[src/hw/cardio_settings.svh]
`ifndef CARDIO_SETTINGS_SVH
`define CARDIO_SETTINGS_SVH

// features per sample, streamed one nibble at a time.
`define FEAT_CNT 19

`define FEAT_BITS 4 // width of one feature.

// hidden layer size of the fixed ternary network.
`define HIDDEN_CNT 40

`define CLASS_CNT 3 // normal, suspect, pathologic.

// per-class result counters saturate at all ones.
`define TALLY_BITS 16

`endif

[src/hw/cardio_pkg.sv]
`include "cardio_settings.svh"

package cardio_pkg;

    // a score is twice a popcount over the hidden layer, so one extra bit.
    localparam int SCORE_BITS = $clog2(`HIDDEN_CNT + 1) + 1;

    typedef logic [`FEAT_BITS-1:0] feature_t;

    // feature 0 lives in the top nibble.
    typedef logic [`FEAT_CNT*`FEAT_BITS-1:0] sample_t;

    typedef logic [SCORE_BITS-1:0] score_t;

    typedef logic [`TALLY_BITS-1:0] tally_t;

    typedef enum logic [1:0] {
        CLASS_NORMAL     = 2'd0,
        CLASS_SUSPECT    = 2'd1,
        CLASS_PATHOLOGIC = 2'd2
    } class_e;

    typedef enum logic {
        LOAD_IDLE,   // no partial sample held.
        LOAD_COLLECT // at least one feature of the sample is in.
    } load_state_e;

endpackage

[src/hw/argmax.sv]
`include "cardio_settings.svh"

module argmax (
    input  cardio_pkg::score_t [`CLASS_CNT-1:0] scores,
    output cardio_pkg::class_e                  index
);
    import cardio_pkg::*;

    score_t                    best;
    logic [$bits(class_e)-1:0] best_idx;

    // strict greater-than keeps the first maximum, so ties go to the lower class.
    always_comb begin
        best     = scores[0];
        best_idx = '0;
        for (int c = 1; c < `CLASS_CNT; c++) begin
            if (scores[c] > best) begin
                best     = scores[c];
                best_idx = $bits(class_e)'(c);
            end
        end
    end

    assign index = class_e'(best_idx);

    always_comb begin
        index_in_range: assert (int'(index) < `CLASS_CNT)
            else $error("argmax index %0d is not a class.", index);
    end

endmodule

[src/hw/cardio_classifier_top.sv]
module cardio_classifier_top (
    input  logic                 clk,
    input  logic                 rst_n,
    input  logic                 feature_valid,
    input  logic                 frame_start,
    input  logic                 tally_clear,
    input  cardio_pkg::feature_t feature_data,
    input  cardio_pkg::class_e   tally_sel,
    output logic                 result_valid,
    output cardio_pkg::class_e   result_class,
    output cardio_pkg::tally_t   tally_count
);
    import cardio_pkg::*;

    sample_t sample;
    logic    sample_ready;
    class_e  prediction;

    feature_loader u_loader (
        .clk           (clk),
        .rst_n         (rst_n),
        .feature_valid (feature_valid),
        .frame_start   (frame_start),
        .feature_data  (feature_data),
        .sample        (sample),
        .sample_ready  (sample_ready)
    );

    // the network is purely combinational on the packed sample.
    cardio_tp u_network (
        .sample     (sample),
        .prediction (prediction)
    );

    // Result stage. The loader may already be shifting in the next sample, but the
    // sample vector only moves on a feature strobe, so prediction is still the
    // finished sample's class while sample_ready is high.
    always_ff @(posedge clk or negedge rst_n) begin
        if (!rst_n) begin
            result_valid <= 1'b0;
            result_class <= CLASS_NORMAL;
        end else begin
            result_valid <= sample_ready;
            if (sample_ready) begin
                result_class <= prediction; // held until the next sample completes.
            end
        end
    end

    class_tally u_tally (
        .clk         (clk),
        .rst_n       (rst_n),
        .count_en    (result_valid),
        .count_class (result_class),
        .clear       (tally_clear),
        .sel         (tally_sel),
        .count       (tally_count)
    );

endmodule

[src/hw/cardio_tp.sv]
`include "cardio_settings.svh"

module cardio_tp (
    input  cardio_pkg::sample_t sample,
    output cardio_pkg::class_e  prediction
);
    import cardio_pkg::*;

    localparam int SUM_BITS = $clog2(`HIDDEN_CNT + 1);
    localparam int ACC_BITS = $clog2(`FEAT_CNT + 1) + `FEAT_BITS;

    // bit j of a mask selects feature j into the sum.
    localparam logic [`FEAT_CNT-1:0] POS_MASK [`HIDDEN_CNT] = '{
        19'h44036, 19'h31004, 19'h1011B, 19'h20301, 19'h24405,
        19'h21251, 19'h20240, 19'h42211, 19'h22000, 19'h40211,
        19'h01290, 19'h00B50, 19'h50244, 19'h2E00A, 19'h00580,
        19'h01400, 19'h05060, 19'h0012A, 19'h1442A, 19'h40314,
        19'h029A6, 19'h0D208, 19'h20002, 19'h08800, 19'h1048B,
        19'h00108, 19'h1880A, 19'h05722, 19'h28022, 19'h02000,
        19'h00B4E, 19'h45BB2, 19'h0C0AA, 19'h06821, 19'h04023,
        19'h68001, 19'h201AA, 19'h4008A, 19'h4C260, 19'h411E1
    };

    localparam logic [`FEAT_CNT-1:0] NEG_MASK [`HIDDEN_CNT] = '{
        19'h20000, 19'h020A2, 19'h05804, 19'h0A0AA, 19'h1B112,
        19'h0892A, 19'h1C00B, 19'h0948A, 19'h44640, 19'h041AA,
        19'h48D0A, 19'h0C002, 19'h0800A, 19'h40655, 19'h00040,
        19'h08BAE, 19'h20A8A, 19'h012C0, 19'h00140, 19'h324CA,
        19'h04640, 19'h10023, 19'h000A0, 19'h04135, 19'h01240,
        19'h41401, 19'h40680, 19'h02090, 19'h04211, 19'h7D011,
        19'h2A011, 19'h3A40C, 19'h40244, 19'h61216, 19'h02088,
        19'h11824, 19'h00610, 19'h20614, 19'h3008A, 19'h2400A
    };

    // neurons that feed each class popcount.
    localparam logic [`HIDDEN_CNT-1:0] CLASS_USE [`CLASS_CNT] = '{
        40'h331D02140A,
        40'h22580092E6,
        40'h428808A9B4
    };

    // neurons that enter the popcount inverted.
    localparam logic [`HIDDEN_CNT-1:0] CLASS_INV [`CLASS_CNT] = '{
        40'h0200001408,
        40'h2240000004,
        40'h020000A100
    };

    logic [`HIDDEN_CNT-1:0]       hidden;
    logic [SUM_BITS-1:0]          popcount [`CLASS_CNT];
    score_t [`CLASS_CNT-1:0]      scores;

    // Sums the features picked by mask. The worst case is all features at 15,
    // which still fits in ACC_BITS.
    function automatic logic [ACC_BITS-1:0] masked_sum(
        input sample_t                s,
        input logic [`FEAT_CNT-1:0]   mask
    );
        logic [ACC_BITS-1:0] acc;
        acc = '0;
        for (int j = 0; j < `FEAT_CNT; j++) begin
            if (mask[j]) begin
                acc = acc + ACC_BITS'(s[(`FEAT_CNT-1-j)*`FEAT_BITS +: `FEAT_BITS]);
            end
        end
        return acc;
    endfunction

    // each neuron fires when its positive inputs outweigh or tie its negative ones.
    for (genvar n = 0; n < `HIDDEN_CNT; n++) begin : g_neuron
        assign hidden[n] = masked_sum(sample, POS_MASK[n]) >= masked_sum(sample, NEG_MASK[n]);
    end

    for (genvar c = 0; c < `CLASS_CNT; c++) begin : g_class
        assign popcount[c] = SUM_BITS'($countones((hidden ^ CLASS_INV[c]) & CLASS_USE[c]));
        assign scores[c]   = {popcount[c], 1'b0}; // score is twice the popcount.
    end

    argmax u_argmax (
        .scores (scores),
        .index  (prediction)
    );

endmodule

[src/hw/class_tally.sv]
`include "cardio_settings.svh"

module class_tally (
    input  logic               clk,
    input  logic               rst_n,
    input  logic               count_en,
    input  cardio_pkg::class_e count_class,
    input  logic               clear,
    input  cardio_pkg::class_e sel,
    output cardio_pkg::tally_t count
);
    import cardio_pkg::*;

    tally_t counters [`CLASS_CNT];

    for (genvar c = 0; c < `CLASS_CNT; c++) begin : g_counter
        logic hit;

        assign hit = count_en && (count_class == class_e'(c));

        always_ff @(posedge clk or negedge rst_n) begin
            if (!rst_n) begin
                counters[c] <= '0;
            end else if (clear) begin
                counters[c] <= '0; // clear wins over a same-cycle result.
            end else if (hit && (counters[c] != '1)) begin
                counters[c] <= counters[c] + 1'b1;
            end
        end

        // once full, a counter stays full until the host clears it.
        no_wrap: assert property (
            @(posedge clk) disable iff (!rst_n)
            (counters[c] == '1) && !clear |=> (counters[c] == '1)
        ) else $error("class %0d tally left saturation without a clear.", c);
    end

    // select 3 is not a class and reads as zero.
    always_comb begin
        if (int'(sel) < `CLASS_CNT) begin
            count = counters[sel];
        end else begin
            count = '0;
        end
    end

endmodule

[src/hw/feature_loader.sv]
`include "cardio_settings.svh"

module feature_loader (
    input  logic                 clk,
    input  logic                 rst_n,
    input  logic                 feature_valid,
    input  logic                 frame_start,
    input  cardio_pkg::feature_t feature_data,
    output cardio_pkg::sample_t  sample,
    output logic                 sample_ready
);
    import cardio_pkg::*;

    localparam int CNT_BITS = $clog2(`FEAT_CNT);

    load_state_e         state;
    logic [CNT_BITS-1:0] feat_cnt;
    logic [CNT_BITS-1:0] feat_idx;
    logic                first_feat;
    logic                last_feat;

    // a frame start or an idle loader means the incoming feature is feature 0.
    assign first_feat = frame_start || (state == LOAD_IDLE);
    assign feat_idx   = first_feat ? '0 : feat_cnt;
    assign last_feat  = feature_valid && (feat_idx == CNT_BITS'(`FEAT_CNT - 1));

    always_ff @(posedge clk or negedge rst_n) begin
        if (!rst_n) begin
            state        <= LOAD_IDLE;
            feat_cnt     <= '0;
            sample_ready <= 1'b0;
        end else begin
            sample_ready <= last_feat;
            if (feature_valid) begin
                if (last_feat) begin
                    state    <= LOAD_IDLE;
                    feat_cnt <= '0;
                end else begin
                    state    <= LOAD_COLLECT;
                    feat_cnt <= feat_idx + 1'b1;
                end
            end else if (frame_start) begin
                state    <= LOAD_IDLE; // partial sample is dropped.
                feat_cnt <= '0;
            end
        end
    end

    // The shift register is the sample itself. After FEAT_CNT shifts feature 0 has
    // reached the top nibble and the older, discarded features are gone.
    always_ff @(posedge clk) begin
        if (feature_valid) begin
            sample <= {sample[$bits(sample_t)-`FEAT_BITS-1:0], feature_data};
        end
    end

    // a full sample takes FEAT_CNT strobes, so ready can never repeat back to back.
    ready_single_pulse: assert property (
        @(posedge clk) disable iff (!rst_n) sample_ready |=> !sample_ready
    ) else $error("sample_ready held high for two cycles.");

endmodule

[config.mk]
export PLATFORM = sky130hd
export DESIGN_NAME = cardio_classifier_top
export DESIGN_NICKNAME = d
export VERILOG_FILES = /design/src/hw/cardio_pkg.sv /design/src/hw/argmax.sv /design/src/hw/cardio_classifier_top.sv /design/src/hw/cardio_tp.sv /design/src/hw/class_tally.sv /design/src/hw/feature_loader.sv
export VERILOG_INCLUDE_DIRS = /design/src /design/src/hw
export SDC_FILE = /design/constraint.sdc
export NUM_CORES = 2
export LEC_CHECK = 0
export BUFFER_PORTS_ARGS = -buffer_cell sky130_fd_sc_hd__buf_2
export CORE_MARGIN = 5
export CORE_UTILIZATION = 35
export CTS_BUF_LIST = sky130_fd_sc_hd__clkbuf_8
export DETAILED_ROUTE_END_ITERATION = 7
export SYNTH_ARGS = -nofsm -noshare
export SYNTH_HDL_FRONTEND = slang
export SYNTH_SLANG_ARGS = --single-unit
export TNS_END_PERCENT = 30
[constraint.sdc]
create_clock -name clk -period 13.6 [get_ports clk]
set_input_delay 2.72 -clock clk [delete_from_list [all_inputs] [get_ports clk]]
set_output_delay 2.72 -clock clk [all_outputs]
set_load 0.005 [all_outputs]
======== Word-level counts from Yosys, hierarchy flattened ========
Cells that the tools add are included.
Widths: inputs -> output; s select.
word-level totals
  flip-flop bits (word level) ............. 134
  bits of input ports ..................... 11
  output and inout bits ................... 19
cells by class
  add/subtract/negate cells ............... 215
  magnitude comparators ................... 31
  equality and inequality tests ........... 6
  multiplexer cells ....................... 20
  bitwise gates (word level) .............. 5
  reduce and logical (&&, ||, !) cells .... 13
operator list
  operator               count
  $add 9x4->9            149
  $ge 9x9->1             27
  $mux 16                9
  $add 4x4->5            24
  $add 16x1->16 const B  3
  $add 6x6->6            8
  $ne 16x16->1 const B   3
  $bmux 16 s2            1
  $add 1x1->2            15
  $add 1x6->6            5
  $mux 5                 4
  $gt 7x7->1             2
  $add 5x4->6            2
  $not 4->4              3
  $reduce_bool 2->1      4
  $logic_and 1x1->1      7
  $mux 7                 1
  $add 5x3->6            1
  $add 6x1->6            1
  $add 6x2->6            1
  $add 4x3->5            1
  $add 5x1->5 const B    1
  $eq 5x5->1 const B     1
  $add 1x3->4            1
  other kinds (13)       16

======== Longest topological paths before layout ========
  word-level depth ........................ 18
  mapped depth ............................ 48

======== Modules after synthesis ========
Synthesis repeated with hierarchy kept, for this count alone.
second synthesis, totals
  cells, all modules ...................... 3008
  area total of the unflattened synthesis .. 30686.9 sq um
by module, submodules not included
  module                 instances  cells an instance  area an instance (sq um)  sequential area each (sq um)
  cardio_tp              1          2480               24374.6                   0.0
  class_tally            1          354                3095.5                    1201.2
  feature_loader         1          118                2696.3                    2457.4
  argmax                 1          51                 422.9                     0.0
  cardio_classifier_top  1          5                  97.6                      75.1

======== Least setup slack after synthesis ========
Ideal clock, no wire load.
  path kind ............................... reg-to-reg
  from .................................... register u_loader.sample[69]
  to ...................................... register result_class[1]
  library setup time ...................... 0.119 ns
  arrival ................................. 10.390 ns
  data required time ...................... 13.481 ns
  slack ................................... 3.091 ns
  stages on the path, launching flop included .. 47
  buffers on the path ..................... 0
  cells stage by stage .................... edfxtp_1 -> inv_1 -> fa_1 -> inv_1 -> fa_1 -> xor2_1 -> ha_1 -> nor2b_1 -> nor2_1 -> xnor2_1 -> inv_1 -> fa_1 -> inv_1 -> ha_1 -> a21oi_1 -> maj3_1 -> xnor2_1 -> ha_1 -> [... 11 more ...] -> fa_1 -> inv_1 -> fa_1 -> ha_1 -> nor2b_1 -> o21ai_0 -> nand2b_1 -> a21oi_1 -> a41o_1 -> nand2_1 -> o21ai_0 -> ha_1 -> nor2b_1 -> o21ai_0 -> nand2b_1 -> a21oi_1 -> o221ai_1 -> o21a_1
between the ends
  longest elaborated chain between the ends .. 18
RTL lines
  what                                            RTL line                     source
  from (decl)                                     feature_loader.sv:9          output cardio_pkg::sample_t sample,
  from (signal assigned)                          feature_loader.sv:53         sample <= {sample[$bits(sample_t)-`FEAT_BITS-1:0], feature_data};
  $add 4x4->5                                     cardio_tp.sv:63              acc = acc + ACC_BITS'(s[(`FEAT_CNT-1-j)*`FEAT_BITS +: `FEAT_BITS]);
  $add 9x4->9 (7 in a row)                        cardio_tp.sv:63
  $ge 9x9->1                                      cardio_tp.sv:71              assign hidden[n] = masked_sum(sample, POS_MASK[n]) >= masked_sum(sample, NEG_MASK[n]);
  $add 1x1->2 (implied by the code)               cardio_tp.sv:75              assign popcount[c] = SUM_BITS'($countones((hidden ^ CLASS_INV[c]) & CLASS_USE[c]));
  $add 1x6->6 (implied by the code)               cardio_tp.sv:75
  $add 6x6->6 (implied by the code) (3 in a row)  cardio_tp.sv:75
  $gt 7x7->1                                      argmax.sv:17                 if (scores[c] > best) begin
  $mux 7                                          argmax.sv:17
  $gt 7x7->1 (*)                                  argmax.sv:17
  $mux 2 (*)                                      argmax.sv:17
  to (signal assigned)                            cardio_classifier_top.sv:45  result_class <= prediction;
  to (decl)                                       cardio_classifier_top.sv:10  output cardio_pkg::class_e result_class,
Mark *: on every way between the ends. The rest lies on a longest branch, timed or not.
A chain may end at the register's enable or synchronous reset.

======== Final worst setup path ========
Ends and elaborated chain as after synthesis.

==> metrics <==
Max Clock Skew=0.0196 ns; final std cells w/o fill=4382; most frequent cell after synthesis=inv_1; worst-path maximum fanout=11; Worst Hold End=result_valid; Layout area overhead=8.25%; vias per cell=5.04; final period utilization=0.850; class of the worst hold path=reg2reg; hold depth=0; post-synthesis sequential area ratio=0.120; setup tns final=0 ns; final net count=4268; core area=0.0882 sq mm; clk sink count=134; routed via count=22.1k; GR Util All Layers=0.206; largest net degree at the start of global routing=59; data required time of the critical path=14.03 ns; Yosys reg bits=134; CTS buffer count=17; number of global-route vias before repair=22.3k; RSZ-0062 raised after global routing=false; CTS tree=done; Overflow after GRT=0; Routed Antenna Nets=0; Max-slew headroom=0.284; Worst R2R Start=u_loader.sample[69]; status=finished, final reports clean; Initial Utilization=0.352; routability-driven placement congestion ratio=0.948; Clock Latency Late Sink=0.55 ns; Mapped Nets=4157; IO buf count=29; Tightest Pin Transition=1.07 ns; top cells by area, synth=fa_1 28%, ha_1 25%, inv_1 8.2%, edfxtp_1 7.3%, a21o_1 6.5%; Hold Startpoint=u_loader.sample_ready; global routing's busiest layer=met2; 1st-iter DRT viols=1790; Worst Path Arrival=11.99 ns; clk root buf=clkbuf_8; Worst path slowest cell=fa_1; total die area=0.0948 sq mm; num ports=30; worst flop-to-flop path endpoint=result_class[1]; WS Path Type=reg2reg; die span in y=308 um; final WL=96000 um; CP Capture Type=flip-flop; met1 Use GR=0.273; cts hold-fix bufs=0; Inst Count DP=4348; Mapped Cells=3091; Site Rows=109; Crit path largest cell delay=0.94 ns; r2r worst-path depth=46; layout cell share with drive strength beyond 1=0.0467; Post-Syn Area per Cell=10.1 sq um; fraction of registers with async set/reset=0.433; Post-CTS Setup Bufs=0; Pre-antenna DRT Iters=7; Top FF cell, synth=edfxtp_1; Ys Warns=0; Synth top area share=0.278; Max Cap Violations=0; HPWL after detailed placement=76800 um; initial antenna violation count=5; routed len/inst=21.9 um; f_max=86.5 MHz; routing usage on met2=0.334; # setup viols final=0; Max Root-Sink Buffers=2; max-slew violations=0; Core Util, Final=0.381; clk slew on worst S/H paths=0.09 ns; Chip Width=308 um; Worst setup SP type=flip-flop; crit-path most repeated cell=fa_1; first-pass GRT wire length=143000 um; synth cell count leaders=676 x inv_1, 623 x ha_1, 432 x fa_1; synth unique cells=65; PostCTS Resize Cnt=0; CTS HTree Levels=4; Post-synth EDFFs=76; DRC Markers=0; R2R Setup Slk=2.04 ns; count of final hold-check violations=0; cell taking the most area after synthesis=fa_1; minimum clock period=11.56 ns; cell area after synthesis=0.0311 sq mm; GR Layer Usage met3=0.0413
stage by stage:
stage               hold slack (ns)  setup slack, ns  cell area, sq um
global placement              0.452             2.12             33200
finish                        0.462             2.04             33600
detailed placement            0.453             2.04             33200
CTS                           0.467             2.04             33600
global route                  0.479             1.22             33600
floorplan                     0.395             3.09             31100
how the worst max path moves through the flow:
stage / depth (start not counted) / endpoint / startpoint / slack (ns)
finish: 46 / result_class[1] / u_loader.sample[69] / 2.04
global route: 46 / result_class[1] / u_loader.sample[69] / 1.22
CTS: 46 / result_class[1] / u_loader.sample[69] / 2.04
detailed placement: 46 / result_class[1] / u_loader.sample[69] / 2.04
global placement: 46 / result_class[1] / u_loader.sample[69] / 2.12
floorplan: 46 / result_class[1] / u_loader.sample[69] / 3.09
state kept, by name, indices dropped and copies added, names as in the netlist:
signal,count
u_loader.feat_cnt,5
result_valid,1
u_loader.state,1
u_tally.counters,48
u_loader.sample,76
u_loader.sample_ready,1
result_class,2
worst max-delay path, delay by kind of cell, from the launching register on:
family	cells	cell delay (ns)
AO/OA/AOI/OAI	12	1.85
XOR/XNOR	3	0.60
adder cells (fa/ha/maj)	15	6.63
buffers and inverters	8	0.92
flip-flops	1	0.66
AND/OR/NAND/NOR	8	0.80
cells by family (layout without fill, tap and decap cells):
group,Yosys count,in the layout,synth area share
fa+ha+maj,1059,1059,0.531
buf+inv,689,813,0.0834
compound gates,586,586,0.123
simple gates,322,322,0.0557
xor+xnor,279,279,0.0806
flops,134,134,0.120
mux,22,22,0.00713
other cells,0,2,0
placed cells by master, fill, tap and decap left out, types with 21 or more instances in the layout:
cell	n
buf_4	76
dfrtp_1	58
xor2_1	128
a21oi_1	185
nor2b_1	56
a21o_1	269
ha_1	623
xnor2_1	147
nand2_1	58
nor2_1	73
edfxtp_1	76
buf_2	28
inv_1	678
nand2b_1	44
mux2i_1	21
o21ai_0	70
fa_1	432
area by class of cell:
class                   count  area (sq um)
repair buffers            104           711
inverters                 677          2540
fillers                  8742         54600
clock inverters            15           203
diodes                      2          5.00
clock buffers              17           234
multi-input cells        2268         24700
well taps                1165          1460
flip-flops and latches    134          3730
routing by layer:
layer	wire, um	share of wire
met5	21	0.00022
met4	4380	0.046
met3	7500	0.078
met2	43800	0.46
met1	40300	0.42
Power is not shown: default switching activity piles up to over one toggle a cycle in this logic, so the estimate is an artifact.
